## config.mk

```make
export PLATFORM = sky130hd
export DESIGN_NAME = conv_requant
export DESIGN_NICKNAME = d
export VERILOG_FILES = /design/src/conv_data_pkg.sv /design/src/conv_requant.sv
export VERILOG_INCLUDE_DIRS = /design/src
export SDC_FILE = /design/constraint.sdc
export NUM_CORES = 1
export LEC_CHECK = 0
export BUFFER_PORTS_ARGS = -buffer_cell sky130_fd_sc_hd__buf_2
export CORE_MARGIN = 5
export CORE_UTILIZATION = 34
export DETAILED_ROUTE_END_ITERATION = 8
export HOLD_SLACK_MARGIN = 0.15
export PLACE_DENSITY = 0.82
export SLEW_MARGIN = 5
export SYNTH_ARGS = -nofsm -noshare
export SYNTH_HDL_FRONTEND = slang
export SYNTH_SLANG_ARGS = --single-unit
```

## constraint.sdc

```tcl
create_clock -name clk -period 1.06 [get_ports clk]
set_input_delay 0.053 -clock clk [delete_from_list [all_inputs] [get_ports clk]]
set_output_delay 0.053 -clock clk [all_outputs]
set_load 0.01 [all_outputs]
```

## src/conv_settings.svh

```systemverilog
`ifndef CONV_SETTINGS_SVH
`define CONV_SETTINGS_SVH

////////////////////////////////////////////////////////////////////////////
// Image geometry
////////////////////////////////////////////////////////////////////////////

// Pixels per image row
`define CONV_IMAGE_WIDTH 8

////////////////////////////////////////////////////////////////////////////
// Arithmetic format
////////////////////////////////////////////////////////////////////////////

// Bits per pixel, also used for each weight
`define CONV_PIXEL_WIDTH 16

// Weights are signed fixed point with this many fraction bits
`define CONV_FRAC_BITS 4

`endif
```

## src/conv_data_pkg.sv

```systemverilog
`include "conv_settings.svh"

package conv_data_pkg;

  // Raw pixel and final result
  typedef logic signed [`CONV_PIXEL_WIDTH-1:0] pixel_t;

  // Fixed-point kernel coefficient
  typedef logic signed [`CONV_PIXEL_WIDTH-1:0] weight_t;

  // Full-precision pixel times weight
  typedef logic signed [2*`CONV_PIXEL_WIDTH-1:0] product_t;

  // Nine products need ceil(log2(9)) = 4 guard bits
  localparam int ACC_GUARD_BITS = 4;

  typedef logic signed [2*`CONV_PIXEL_WIDTH+ACC_GUARD_BITS-1:0] acc_t;

endpackage

```

## src/conv_requant.sv

```systemverilog
`timescale 1ns/1ps
`include "conv_settings.svh"

module conv_requant (
  input  logic                  clk,
  input  logic                  reset,
  input  logic                  acc_valid,
  input  conv_data_pkg::acc_t   acc,
  output logic                  result_valid,
  output conv_data_pkg::pixel_t result_data
);

  import conv_data_pkg::*;

  // Signed pixel range expressed at accumulator width
  localparam acc_t PIX_MAX = (acc_t'(1) <<< (`CONV_PIXEL_WIDTH - 1)) - acc_t'(1);
  localparam acc_t PIX_MIN = -PIX_MAX - acc_t'(1);

  acc_t   shifted;
  pixel_t clamped;

  // Arithmetic shift rounds toward minus infinity
  assign shifted = acc >>> `CONV_FRAC_BITS;

  always_comb begin
    if (shifted > PIX_MAX) begin
      clamped = pixel_t'(PIX_MAX);
    end else if (shifted < PIX_MIN) begin
      clamped = pixel_t'(PIX_MIN);
    end else begin
      clamped = pixel_t'(shifted);
    end
  end

  always_ff @(posedge clk) begin
    if (reset) begin
      result_valid <= 1'b0;
    end else begin
      result_valid <= acc_valid;
    end
    if (acc_valid) begin
      result_data <= clamped;
    end
  end

  result_follows_acc: assert property (
    @(posedge clk) disable iff (reset) result_valid == $past(acc_valid)
  );

endmodule

```

== Yosys cells after proc, flatten, opt, wreduce, memory -nomap -nowiden ==
Cells that the tools add are included.

* Flip-flop bits (word level): 17
* Output and inout port bits: 17
* Word-level logic and storage cells: 5

* Order comparisons: 2
* Muxes and demuxes: 1

{| class="wikitable"
|+ Operator list
! cell !! number
|-
| > comparator 32 x 16 -> 1 bit (second input constant) || 1
|-
| < comparator 32 x 16 -> 1 bit (second input constant) || 1
|-
| two-way mux 16 bit || 1
|}

== Logic depth before layout (Yosys ltp) ==
* Depth in word-level cells: 2
* Gate-level depth with buffers: 4

== Least setup slack after synthesis ==
No wires, ideal clock.

* Path type: input port to flip-flop
* Start: input port acc[26]
* End: register result_data[0], data pin
* Data arrival time: 0.900 ns
* Required time: 0.806 ns
* Setup slack: -0.094 ns
* Cell stages on the path: 4
* Path through: nor4_1 -> a41oi_1 -> buf_2 -> a21o_1

* Cells in the longest elaborated chain, start to end: 2
* Elaborated cells between the ends (all ways): 3
* Classes of those cells: order compare (2); mux (1)

{| class="wikitable"
|+ Ends and longest elaborated chain
! element !! RTL line !! RTL
|-
| start: declaration || conv_requant.sv:8 || <nowiki>input conv_data_pkg::acc_t acc,</nowiki>
|-
| < comparator 32 x 16 -> 1 bit || conv_requant.sv:28 || <nowiki>end else if (shifted < PIX_MIN) begin</nowiki>
|-
| two-way mux 16 bit || conv_requant.sv:28 ||
|-
| end signal: assignment || conv_requant.sv:42 || <nowiki>result_data <= clamped;</nowiki>
|-
| end: declaration || conv_requant.sv:10 || <nowiki>output conv_data_pkg::pixel_t result_data</nowiki>
|}

Several ways; a longest one is shown, not always the timed one.
A chain may end at the register's enable or synchronous reset.

== Worst setup path in the final report ==
* Start: input port acc[20]
* End: register result_data[5], data pin

Same word-level chain as after synthesis.

==> impl_summary.log <==
[metrics] sequential share of power: 55.6%
[metrics] pwr dens: about 1100 nW/um^2
[metrics] Non-Filler Instances: between 100 and 150
[metrics] count of endpoints failing setup in the final report: 0
[metrics] placer congestion estimate: ~0.8
[metrics] clock slew at the register clock pins of the worst setup and hold paths: roughly 90 ps
[metrics] DIE AREA: 3200 um^2
[metrics] Initial Utilization: a little over a third
[metrics] length of the first detailed-routing pass in iterations: 4
[metrics] total detailed-routing wirelength: 2170 um
[metrics] DIE HEIGHT: 56.6 um
[metrics] post-layout instance area: 1290 um^2
[metrics] Worst Setup End Kind: register
[metrics] count of cell types in the netlist: 13
[metrics] time the worst path needs with I/O delays and setup: 972 ps
[metrics] Crit Path Category: input port to register
[metrics] crit-path max FO: 15
[metrics] area delta synth->final: 75.3%
[metrics] number of warnings reported in the yosys synthesis log: 0
[metrics] Detail Placement HPWL: approximately 1600 um
[metrics] transition time at the pin with the least slew margin: 350 ps
[metrics] Total GRT Usage: 14.8%
[metrics] net switching power: between 0.0003 and 0.0004 W
[metrics] total global routing overflow: 0
[metrics] via count of the first global-routing pass: 778
[metrics] placed instance area: 1100 um^2
[metrics] final number of hold-violating endpoints: 0
[metrics] internal power: around 0.0011 W
[metrics] share of synthesized area occupied by flip-flops and latches: 67.8%
[metrics] MaxCap Viol Count: 0
[metrics] Post-CTS Setup Repair Bufs: 0
[metrics] setup repair after global routing missed its margin: false
[metrics] number of DRC violations after detailed-routing iteration 0: 10
[metrics] cts bufs inserted: 3
[metrics] number of nets in the final layout: 158
[metrics] endpoint arrival time on the critical path: 1130 ps
[metrics] DRC violations left: 0
[metrics] TritonCTS clock tree: yes
[metrics] number of cells traversed by the worst hold path: 1
[metrics] maximum ir drop on the vdd rail: 0.568 mV
[metrics] Clock Sinks: 17
[metrics] fraction of the cycle the final worst path needs: about nine tenths
[metrics] via count: about 700
[metrics] Slew Limit Fails: 0
[metrics] H-tree lvl count: 1
[metrics] gate count of the mapped netlist: 46
[metrics] hold path start: acc_valid
[metrics] IO Count: 56
[metrics] layout cell share with drive strength beyond 1: roughly three fifths
[metrics] Worst Setup Start Kind: input port
[metrics] outcome: completed
[metrics] worst-case clock buffer depth: 2
[metrics] number of antenna-violating nets in the routed design: 0
[metrics] # port buffers: between 50 and 60
[metrics] maximum number of pins on one net before global-route repair: 18
[metrics] Worst Path Required: between 1000 and 1500 ps
[metrics] TNS Setup: 0 ps
[metrics] core region area: between 2000 and 2500 um^2
[metrics] Cell Area, Synth: between 700 and 800 um^2
[metrics] ANT cells: 0
[metrics] die boundary width: 56.6 um
[metrics] number of cells upsized or downsized after cts: 0
[metrics] number of rows created at floorplan: 16
[metrics] cts-stage hold buffer count: 17
[metrics] Yosys reg bits: 17
[metrics] clock network fraction of design power: 22.6%
[metrics] global-route wire length before repair: 3670 um
[metrics] combinational cell fraction of total power: 21.8%
[metrics] total instance count after detailed placement: 124
[metrics] HP Class: input port to register
[metrics] Worst Hold Endpoint: result_data[0]
[metrics] synthesized area divided by synthesized cell count: 16.0 um^2
[metrics] cell at the root of the clock tree: sky130_fd_sc_hd__clkbuf_4
[metrics] Static Leakage: approximately 0.59 nW
[metrics] post-synth net total: between 80 and 90
[metrics] antenna violations before repair: 0
[metrics] drt via density: 4.79
[metrics] Switching Share: 23.8%
[metrics] headroom to the max-slew limit: 76.7%
[metrics] fmax: between 1000 and 1500 MHz
[metrics] average detailed-routed wire length per instance: approximately 15 um
==> cell usage after synthesis <==
| master | count | share of area [%] |
|---|---|---|
| sky130_fd_sc_hd__clkbuf_1 | 1 | 0.51 |
| sky130_fd_sc_hd__a21o_1 | 10 | 10 |
| sky130_fd_sc_hd__nor4_1 | 4 | 3.4 |
| sky130_fd_sc_hd__a21o_2 | 5 | 5.9 |
| sky130_fd_sc_hd__edfxtp_1 | 16 | 65 |
| sky130_fd_sc_hd__nand4_1 | 3 | 2.5 |
| sky130_fd_sc_hd__a41oi_1 | 1 | 1.2 |
| sky130_fd_sc_hd__o41ai_4 | 1 | 3.7 |
| sky130_fd_sc_hd__buf_6 | 1 | 1.5 |
| sky130_fd_sc_hd__buf_2 | 1 | 0.68 |
| sky130_fd_sc_hd__nor2b_1 | 1 | 0.85 |
| sky130_fd_sc_hd__dfxtp_1 | 1 | 2.7 |
| sky130_fd_sc_hd__nand4_2 | 1 | 1.7 |
==> sequential cells by signal, indices dropped and copies added, names as in the netlist <==
| register | count |
|---|---|
| result_data | 16 |
| result_valid | 1 |
==> metal layers <==
metal | up-vias | GRT usage, % | wire length (um)
li1 | 335 | - | -
met1 | 333 | 15.1 | 730
met2 | 21 | 28.2 | 1280
met3 | 6 | 2.52 | 116
met4 | 0 | 7.80 | 48
met5 | - | 0 | 0
==> cell usage in the layout, fill, tap and decap left out <==
cell type                       count
sky130_fd_sc_hd__a21o_2             5
sky130_fd_sc_hd__edfxtp_1          16
sky130_fd_sc_hd__clkbuf_1           1
sky130_fd_sc_hd__nor4_4             4
sky130_fd_sc_hd__nor2b_1            1
sky130_fd_sc_hd__a41oi_2            1
sky130_fd_sc_hd__o41ai_4            1
sky130_fd_sc_hd__nand4_2            1
sky130_fd_sc_hd__clkbuf_4           3
sky130_fd_sc_hd__dfxtp_1            1
sky130_fd_sc_hd__nand4_1            3
sky130_fd_sc_hd__buf_4              3
sky130_fd_sc_hd__dlygate4sd3_1     17
sky130_fd_sc_hd__buf_2             51
sky130_fd_sc_hd__a21o_1            10
==> through the flow <==
stage / utilization, % / total power (W) / setup slack [ps] / hold WS, ps
floorplan: - / 0.000928 / -27.7 / 125
global route: 64.0 / 0.00155 / 43.0 / 187
finish: 64.0 / 0.00145 / 88.0 / 197
CTS: 64.0 / 0.00147 / 81.9 / 193
global placement: 54.3 / 0.00108 / -165 / 216
detailed placement: 54.3 / 0.00109 / -213 / 222
==> critical path, cell delays in order <==
cell and delay [ps]:
sky130_fd_sc_hd__buf_2 110, sky130_fd_sc_hd__buf_4 110, sky130_fd_sc_hd__nand4_2 100, sky130_fd_sc_hd__o41ai_4 350, sky130_fd_sc_hd__buf_4 250, sky130_fd_sc_hd__a21o_1 150
==> power by group through the flow <==
stage	registers, W	clock network, W	logic [W]
finish	0.000808	0.000328	0.000318
floorplan	0.000858	0	0.0000707
detailed placement	0.000823	0	0.000268
global placement	0.000822	0	0.000259
global route	0.000815	0.000392	0.000343
CTS	0.000808	0.000342	0.000319
==> logic make-up (layout without fill, tap and decap cells) <==
logic type / count (synthesis) / count (layout) / share of synthesized area, %
buffers and inverters: 3 / 75 / 2.71
and+or+nand+nor: 9 / 9 / 8.47
DFF: 17 / 17 / 67.8
AOI/OAI and AO/OA: 17 / 17 / 21.0
==> area by class of cell <==
| class | count | area (um^2) |
|---|---|---|
| Fill cell | 153 | 728 |
| Sequential cell | 17 | 500 |
| Timing Repair Buffer | 71 | 448 |
| Multi-Input combinational cell | 26 | 285 |
| Tap cell | 27 | 33.8 |
| Clock buffer | 4 | 26.3 |
==> how the worst max path moves through the flow <==
stage	endpoint	startpoint	slack, ps	depth (start not counted)
floorplan	result_data[0]	acc[20]	-30	4
global placement	result_data[9]	acc[29]	-170	5
detailed placement	result_data[5]	acc[20]	-210	6
CTS	result_data[6]	acc[20]	80	6
global route	result_data[5]	acc[20]	40	6
finish	result_data[5]	acc[20]	90	6
Note: power is estimated with default switching activity, not from simulation.
