`src/conv_settings.svh`:
```
`ifndef CONV_SETTINGS_SVH
`define CONV_SETTINGS_SVH

////////////////////////////////////////////////////////////////////////////
// Image geometry
////////////////////////////////////////////////////////////////////////////

// Pixels per image row
`define CONV_IMAGE_WIDTH 8

////////////////////////////////////////////////////////////////////////////
// Arithmetic format
////////////////////////////////////////////////////////////////////////////

// Bits per pixel, also used for each weight
`define CONV_PIXEL_WIDTH 16

// Weights are signed fixed point with this many fraction bits
`define CONV_FRAC_BITS 4

`endif
```
`src/conv_geom_pkg.sv`:
```
`include "conv_settings.svh"

package conv_geom_pkg;

  // Column counter, wide enough to hold the image width itself
  typedef logic [$clog2(`CONV_IMAGE_WIDTH + 1)-1:0] col_t;

  // Weight index, row * 3 + column
  typedef logic [3:0] tap_t;

  localparam int NUM_TAPS = 9;

  // How many complete rows sit in the line buffers
  typedef enum logic [1:0] {
    FILL_ROW0,
    FILL_ROW1,
    STREAM
  } fill_state_t;

endpackage

```
`src/conv_data_pkg.sv`:
```
`include "conv_settings.svh"

package conv_data_pkg;

  // Raw pixel and final result
  typedef logic signed [`CONV_PIXEL_WIDTH-1:0] pixel_t;

  // Fixed-point kernel coefficient
  typedef logic signed [`CONV_PIXEL_WIDTH-1:0] weight_t;

  // Full-precision pixel times weight
  typedef logic signed [2*`CONV_PIXEL_WIDTH-1:0] product_t;

  // Nine products need ceil(log2(9)) = 4 guard bits
  localparam int ACC_GUARD_BITS = 4;

  typedef logic signed [2*`CONV_PIXEL_WIDTH+ACC_GUARD_BITS-1:0] acc_t;

endpackage

```
`src/conv_window_if.sv`:
```
`timescale 1ns/1ps

// One 3x3 window, handed from decode to execute
interface conv_window_if;

  import conv_data_pkg::*;

  // Single-cycle strobe, no back-pressure
  logic   win_valid;

  // Index 0 is the left (oldest) column
  pixel_t row_top [3];
  pixel_t row_mid [3];
  pixel_t row_bot [3];

  modport producer (
    output win_valid,
    output row_top,
    output row_mid,
    output row_bot
  );

  modport consumer (
    input  win_valid,
    input  row_top,
    input  row_mid,
    input  row_bot
  );

endinterface

```
`src/conv_window_gen.sv`:
```
`timescale 1ns/1ps
`include "conv_settings.svh"

module conv_window_gen (
  input  logic                  clk,
  input  logic                  reset,
  input  logic                  frame_start,
  input  logic                  pixel_valid,
  input  conv_data_pkg::pixel_t pixel_data,
  conv_window_if.producer       win
);

  import conv_data_pkg::*;
  import conv_geom_pkg::*;

  localparam int   ADDR_BITS = $clog2(`CONV_IMAGE_WIDTH);
  localparam col_t LAST_COL  = col_t'(`CONV_IMAGE_WIDTH - 1);
  localparam col_t FIRST_WIN = col_t'(2);

  // Line buffers, line_prev holds row r-1 and line_old holds row r-2
  pixel_t line_prev [`CONV_IMAGE_WIDTH];
  pixel_t line_old  [`CONV_IMAGE_WIDTH];

  col_t                 col;
  col_t                 col_eff;
  fill_state_t          state;
  fill_state_t          state_eff;
  logic [ADDR_BITS-1:0] rd_addr;
  pixel_t               tap_prev;
  pixel_t               tap_old;

  ////////////////////////////////////////////////////////////////////////////
  // Position of the incoming pixel
  ////////////////////////////////////////////////////////////////////////////

  // frame_start forces this pixel to column 0 of row 0
  always_comb begin
    col_eff   = col;
    state_eff = state;
    if (frame_start) begin
      col_eff   = '0;
      state_eff = FILL_ROW0;
    end
  end

  assign rd_addr  = col_eff[ADDR_BITS-1:0];
  assign tap_prev = line_prev[rd_addr];
  assign tap_old  = line_old[rd_addr];

  // Column counter and row fill tracking
  always_ff @(posedge clk) begin
    if (reset) begin
      col   <= '0;
      state <= FILL_ROW0;
    end else if (pixel_valid) begin
      if (col_eff == LAST_COL) begin
        col <= '0;
        case (state_eff)
          FILL_ROW0: state <= FILL_ROW1;
          default:   state <= STREAM;
        endcase
      end else begin
        col   <= col_eff + col_t'(1);
        state <= state_eff;
      end
    end
  end

  ////////////////////////////////////////////////////////////////////////////
  // Line buffers and window shift
  ////////////////////////////////////////////////////////////////////////////

  // Same column moves one row up in both buffers
  always_ff @(posedge clk) begin
    if (pixel_valid) begin
      line_prev[rd_addr] <= pixel_data;
      line_old[rd_addr]  <= tap_prev;
    end
  end

  // Window columns slide left, newest column enters at index 2
  always_ff @(posedge clk) begin
    if (pixel_valid) begin
      for (int i = 0; i < 2; i++) begin
        win.row_top[i] <= win.row_top[i+1];
        win.row_mid[i] <= win.row_mid[i+1];
        win.row_bot[i] <= win.row_bot[i+1];
      end
      win.row_top[2] <= tap_old;
      win.row_mid[2] <= tap_prev;
      win.row_bot[2] <= pixel_data;
    end
  end

  // Only windows lying fully inside the image
  always_ff @(posedge clk) begin
    if (reset) begin
      win.win_valid <= 1'b0;
    end else begin
      win.win_valid <= pixel_valid && (state_eff == STREAM) && (col_eff >= FIRST_WIN);
    end
  end

  // Counter wraps at the row end and never indexes past the buffers
  col_in_range: assert property (
    @(posedge clk) disable iff (reset) col < col_t'(`CONV_IMAGE_WIDTH)
  );

endmodule

```
`src/flat_wrapper.sv`:
```
// flat-port wrapper written by rule: the top's interface ports become plain ports
module conv_window_gen_flat import conv_data_pkg::*; import conv_geom_pkg::*;
  (clk, reset, frame_start, pixel_valid, pixel_data, win_win_valid, win_row_top, win_row_mid, win_row_bot);
  conv_window_if win_i ();
  input  logic clk;
  input  logic reset;
  input  logic frame_start;
  input  logic pixel_valid;
  input  conv_data_pkg::pixel_t pixel_data;
  output wire logic [$bits(win_i.win_valid)-1:0] win_win_valid;
  output wire logic [$bits(win_i.row_top)-1:0] win_row_top;
  output wire logic [$bits(win_i.row_mid)-1:0] win_row_mid;
  output wire logic [$bits(win_i.row_bot)-1:0] win_row_bot;
  assign win_win_valid = win_i.win_valid;
  assign win_row_top = {>>{win_i.row_top}};
  assign win_row_mid = {>>{win_i.row_mid}};
  assign win_row_bot = {>>{win_i.row_bot}};
  conv_window_gen u_core (.clk(clk), .reset(reset), .frame_start(frame_start), .pixel_valid(pixel_valid), .pixel_data(pixel_data), .win(win_i));
endmodule
```
`config.mk`:
```
export PLATFORM = sky130hd
export DESIGN_NAME = conv_window_gen_flat
export DESIGN_NICKNAME = d
export VERILOG_FILES = /design/src/conv_geom_pkg.sv /design/src/conv_data_pkg.sv /design/src/conv_window_if.sv /design/src/conv_window_gen.sv /design/src/flat_wrapper.sv
export VERILOG_INCLUDE_DIRS = /design/src
export SDC_FILE = /design/constraint.sdc
export NUM_CORES = 1
export LEC_CHECK = 0
export BUFFER_PORTS_ARGS = -buffer_cell sky130_fd_sc_hd__clkbuf_2
export CORE_ASPECT_RATIO = 0.75
export CORE_MARGIN = 2
export CORE_UTILIZATION = 45
export DETAILED_ROUTE_END_ITERATION = 12
export HOLD_SLACK_MARGIN = 0.02
export SETUP_SLACK_MARGIN = 0.4
export SYNTH_ARGS = -nofsm -noshare
export SYNTH_HDL_FRONTEND = slang
export SYNTH_SLANG_ARGS = --single-unit
```
`constraint.sdc`:
```
create_clock -name clk -period 4.35 [get_ports clk]
set_clock_uncertainty 0.05 [all_clocks]
set_input_delay 0.2175 -clock clk [delete_from_list [all_inputs] [get_ports clk]]
set_output_delay 0.2175 -clock clk [all_outputs]
set_load 0.01 [all_outputs]
```
---- Word level (Yosys, flattened, before mapping) ----
Memory sizes are Yosys's and may differ from the RTL's. A register that Yosys moved wholly into a read port is not among the register bits.
Index checks and enable logic that the tools add are counted.
word-level totals
  flip-flop bits (word level) ............. 135
  RAM bits ................................ 256
  word-level logic and storage cells ...... 27
  memories ................................ 2
memory list
  name              words  width  read ports  clocked after memory_dff  wr ports  RTL line               text
  u_core.line_old   8      16     1           1                         1         conv_window_gen.sv:22  pixel_t line_old [`CONV_IMAGE_WIDTH];
  u_core.line_prev  8      16     1           0                         1         conv_window_gen.sv:21  pixel_t line_prev [`CONV_IMAGE_WIDTH];
operators by class
  add/subtract/negate cells ............... 1
  order comparisons ....................... 1
  equality and inequality tests ........... 2
  mux-type cells .......................... 7
  reduce and logical (&&, ||, !) cells .... 3
operator list
  kind                                                 count
  two-way mux 4 bit                                    2
  two-way mux 2 bit                                    3
  adder 4 x 1 -> 4 bit, second input constant          1
  equality test 4 x 3 -> 1 bit, second input constant  1
  >= comparator 4 x 2 -> 1 bit, second input constant  1
  equality test 2 bit, second input constant           1
  logical AND 1 bit                                    2
  zero test 2 bit                                      1
  two-way mux 1 bit                                    2

---- Logic depth before layout (Yosys ltp) ----
  word-level depth ........................ 4
  mapped depth ............................ 6
  gate-level depth less buffers ........... 3

---- Worst setup path before layout ----
OpenSTA, ideal clock, no wires.
  path kind ............................... register to register
  start point ............................. register u_core.col[0]
  end point ............................... memory u_core.line_old[6][0] (netlist bit) (enable)
  setup time .............................. 461 ps
  arrival time ............................ 3137 ps
  required time ........................... 3839 ps
  path slack .............................. 702 ps
  stages on the path, launching flop included .. 6
  path buffers ............................ 2
  clock period less this slack ............ 3648 ps
  cells stage by stage .................... dfxtp_1 -> buf_4 -> clkinv_1 -> clkbuf_1 -> nand2_1 -> nor3_1
on the way
  cells in the longest elaborated chain, start to end .. 1
RTL lines
  element                   RTL line               text
  start: declaration        conv_window_gen.sv:24  col_t col;
  start signal: assignment  conv_window_gen.sv:63  col <= col_eff + col_t'(1);
  two-way mux 4 bit         conv_window_gen.sv:40  if (frame_start) begin
  end: declaration          conv_window_gen.sv:22
Every way passes these cells.

---- Worst setup path in the final report ----
  start point ............................. register u_core.col[2]
  end point ............................... register u_core.win.row_mid[11], data pin
on the way
  cells in the longest elaborated chain, start to end .. 2
RTL lines
  element                         RTL line               text
  two-way mux 4 bit               conv_window_gen.sv:40
  memory read (8 x 16 bit)        -
  named net u_core.tap_prev[11]   conv_window_gen.sv:29  pixel_t tap_prev;
  end signal: indexed assignment  conv_window_gen.sv:86  win.row_mid[i] <= win.row_mid[i+1];
  end: declaration                conv_window_if.sv:19   output row_mid,
The timed path passes the listed nets, and every way through them passes these cells.
A chain may end at the register's enable or synchronous reset.

==> flow_summary_export.csv <==
group,metric,value,unit
worst_setup_path,cp_max_fo,41,
synth,async_reset_ff_frac,0,
synth,synth_nets,818,
synth,synth-simple-area-share,0.0721,
sta,slew_viol_final,0,
synth,synth_cells,798,
min_path,hold_path.class,"in -> reg",
finish,mostFrequentLayoutCell,"edfxtp_1",
global_route,grt_max_degree,63,
global_route,track_usage,0.191,
clocking,cts_tree,"yes",
power_and_ir_drop,p_per_area,474,nW/um^2
place,place_congestion,0.775,
synth,synth.top_cell.area_share,0.792,
drt,wl_per_cell,23.1,um
sta,max_freq,332,MHz
synth,synth_xor_area_frac,0,
drt,drc,0,
synth,ys_types,45,
worst_setup_path,slowest_delay,0.81,ns
clocking,ctsRootBufferMaster,"clkbuf_16",
finish,nets,1011,
worst_setup_path,crit_required,4.50,ns
sta,setup_violations,0,
sta,post-route-min-period,3.01,ns
drt,drt_iter0_markers,754,
finish,seqCellArea,12200,um^2
clocking,clk_pin_slew_worst_paths,0.07,ns
synth,synth_seq_cells,407,
sta,post-route-period-util,0.692,
finish,syn2layout_area_growth,18.6,%
power_and_ir_drop,ir_worst_vdd,321,uV
worst_setup_path,path_cells,"or2_2, o221ai_1, o22ai_1",
synth,synth-edff-count,400,
global_route,antenna_found_initial,0,
worst_setup_path,critPathSlowestCell,"dfxtp_2",
synth,ys.flop_type,"edfxtp_1",
die,die_w,216,um
die,die_h,163,um
finish,drive_gt1_frac,0.320,
die,die_area,35200,um^2
synth,synth_area,15200,um^2
clocking,cts_buffers,41,
clocking,clkSinkCount,407,
finish,fill_cells,2674,
clocking,clk_latency,0.55,ns
synth,yosysTopAreaCell,"edfxtp_1",
place,port_buffers,164,
job,drv_cap,0,
drt,vias,8405,
synth,synth_top_family_by_area,"compound AO/OA/AOI/OAI gates",
die,start_util,0.454,
sta,hold_violations,0,
synth,synthTopCellsByArea,"edfxtp_1, nor3b_1, o221ai_1, mux2_2, and4bb_2",
sta,worst_pin_slew,1.04,ns
synth,yosysWarnings,0,
drt,routed_via_density,5.71,
die,io_pins,165,
min_path,holdPathStages,1,
drt,wl,34000,um
worst_setup_path,worstSetupEndpointType,"flop",
synth,seq_area_frac_synth,0.801,
clocking,htreeDepth,2,
finish,multi_input_area,2680,um^2
power_and_ir_drop,p_leak,6.04,nW
drt,ant_nets,0,
sta,tns,0,ns
global_route,globalRouteOverflowTotal,0,
die,design.core.area,33400,um^2
worst_setup_path,worstPathArrival,3.16,ns
die,rows,58,
worst_setup_path,start_kind,"flop",
global_route,grt_pass1_wl,50100,um
global_route,grt_pass1_vias,7976,
synth,synthAdderAreaFrac,0,
place,hpwl,19900,um
synth,synth_compound_area_frac,0.0821,
sta,slew_headroom,0.306,
sta,rsz0062_at_grt,"no",
clocking,clk_path_buf_depth,3,
synth,synthMuxAreaShare,0.0200,
worst_setup_path,critPathKind,"reg -> reg",
worst_setup_path,rr_worst_depth,3,
finish,num_antenna_cells,0,
synth,postSynthAreaPerCell,19.0,um^2
finish,final_cell_mix,"edfxtp_1, clkbuf_2, clkbuf_16, nor3b_1, buf_4",
outcome,status,"finished clean",
drt,drt_pre_antenna_iters,7,
power_and_ir_drop,power,0.00854,W
critical path: cells and delay by family, from the launching register on:
kind             cells  cell delay [ns]
AO/OA/AOI/OAI        2             1.00
flip-flops           1             0.81
AND/OR/NAND/NOR      1             0.79
through the flow:
step                hold slack (ns)   util  instance area (um^2)  setup WS [ns]  cells
floorplan                     0.237      -                 15200          0.702    798
global placement              0.378  0.495                 16500           1.57   1383
detailed placement            0.381  0.495                 16500           1.41   1383
CTS                          0.0363  0.539                 18000           1.39   1471
global route                 0.0292  0.539                 18000           1.24   1471
finish                       0.0306  0.539                 18000           1.34   1471
power by group:
group | internal [W] | switching [W] | leakage (nW)
Clock | 0.00205 | 0.00146 | 0.649
Combinational | 0.000155 | 0.000316 | 1.64
Sequential | 0.00449 | 0.0000627 | 3.76
sequential cells by signal (all words and copies together) (netlist names):
register	flops
u_core.line_prev	128
u_core.win.row_top	48
u_core.state	2
u_core.win.row_bot	48
u_core.line_old	128
u_core.col	4
u_core.win.row_mid	48
u_core.win.win_valid	1
timing repair:
action	CTS	global route
hold buffers	15	0
buffers inserted	0	0
endpoints found under the setup margin	0	0
resized for setup	0	0
hold endpoints to repair	119	0
metal layers:
layer,GRT usage,wire [um],part of all wire,up-vias
li1,-,-,-,3734
met1,0.279,15600,0.46,4292
met2,0.291,15500,0.46,326
met3,0.0385,2190,0.065,53
met4,0.0554,709,0.021,0
met5,0,0,0,-
cell usage after synthesis, types with 2 or more instances:
cell type	number
dfxtp_1	7
mux2_2	23
a2111oi_2	13
clkbuf_1	24
a2111oi_0	16
nor2b_1	12
o22ai_1	30
inv_1	5
and3_1	10
a21oi_1	30
mux4_2	2
nor2_1	14
nor4_1	8
nand2_1	4
o221ai_1	30
buf_2	23
and4bb_2	17
buf_6	10
o21ai_0	2
buf_4	5
o32a_1	2
a32o_1	2
nor3b_1	38
a221oi_1	23
nor4bb_1	17
and4bb_1	3
a311oi_1	2
nor3_1	6
edfxtp_1	400
nand2b_1	5
area by class of cell:
class | count | area share
clock buffer | 47 | 0.0588
timing repair buffer | 212 | 0.0695
tap | 450 | 0.0313
multi-input combinational | 323 | 0.149
inverter | 6 | 0.00125
sequential | 407 | 0.676
clock inverter | 26 | 0.0149
final timing paths:
check / from / end / slack, ns
setup reg to reg: u_core.col[2]$_SDFFE_PP0P_ / u_core.win.row_mid[11]$_DFFE_PP_ / 1.34
hold reg to reg: u_core.win.row_mid[26]$_DFFE_PP_ / u_core.win.row_mid[42]$_DFFE_PP_ / 0.39
setup / recovery: u_core.col[2]$_SDFFE_PP0P_ / u_core.win.row_mid[11]$_DFFE_PP_ / 1.34
hold / removal: pixel_data[5] / u_core.line_prev[1][5]$_DFFE_PP_ / 0.03
cells by family after synthesis:
group                  after synthesis
AO/OA/AOI/OAI                      155
buffers and inverters               68
flip-flops                         407
multiplexers                        25
AND/OR/NAND/NOR                    143
(Power assumes the default switching activity.)
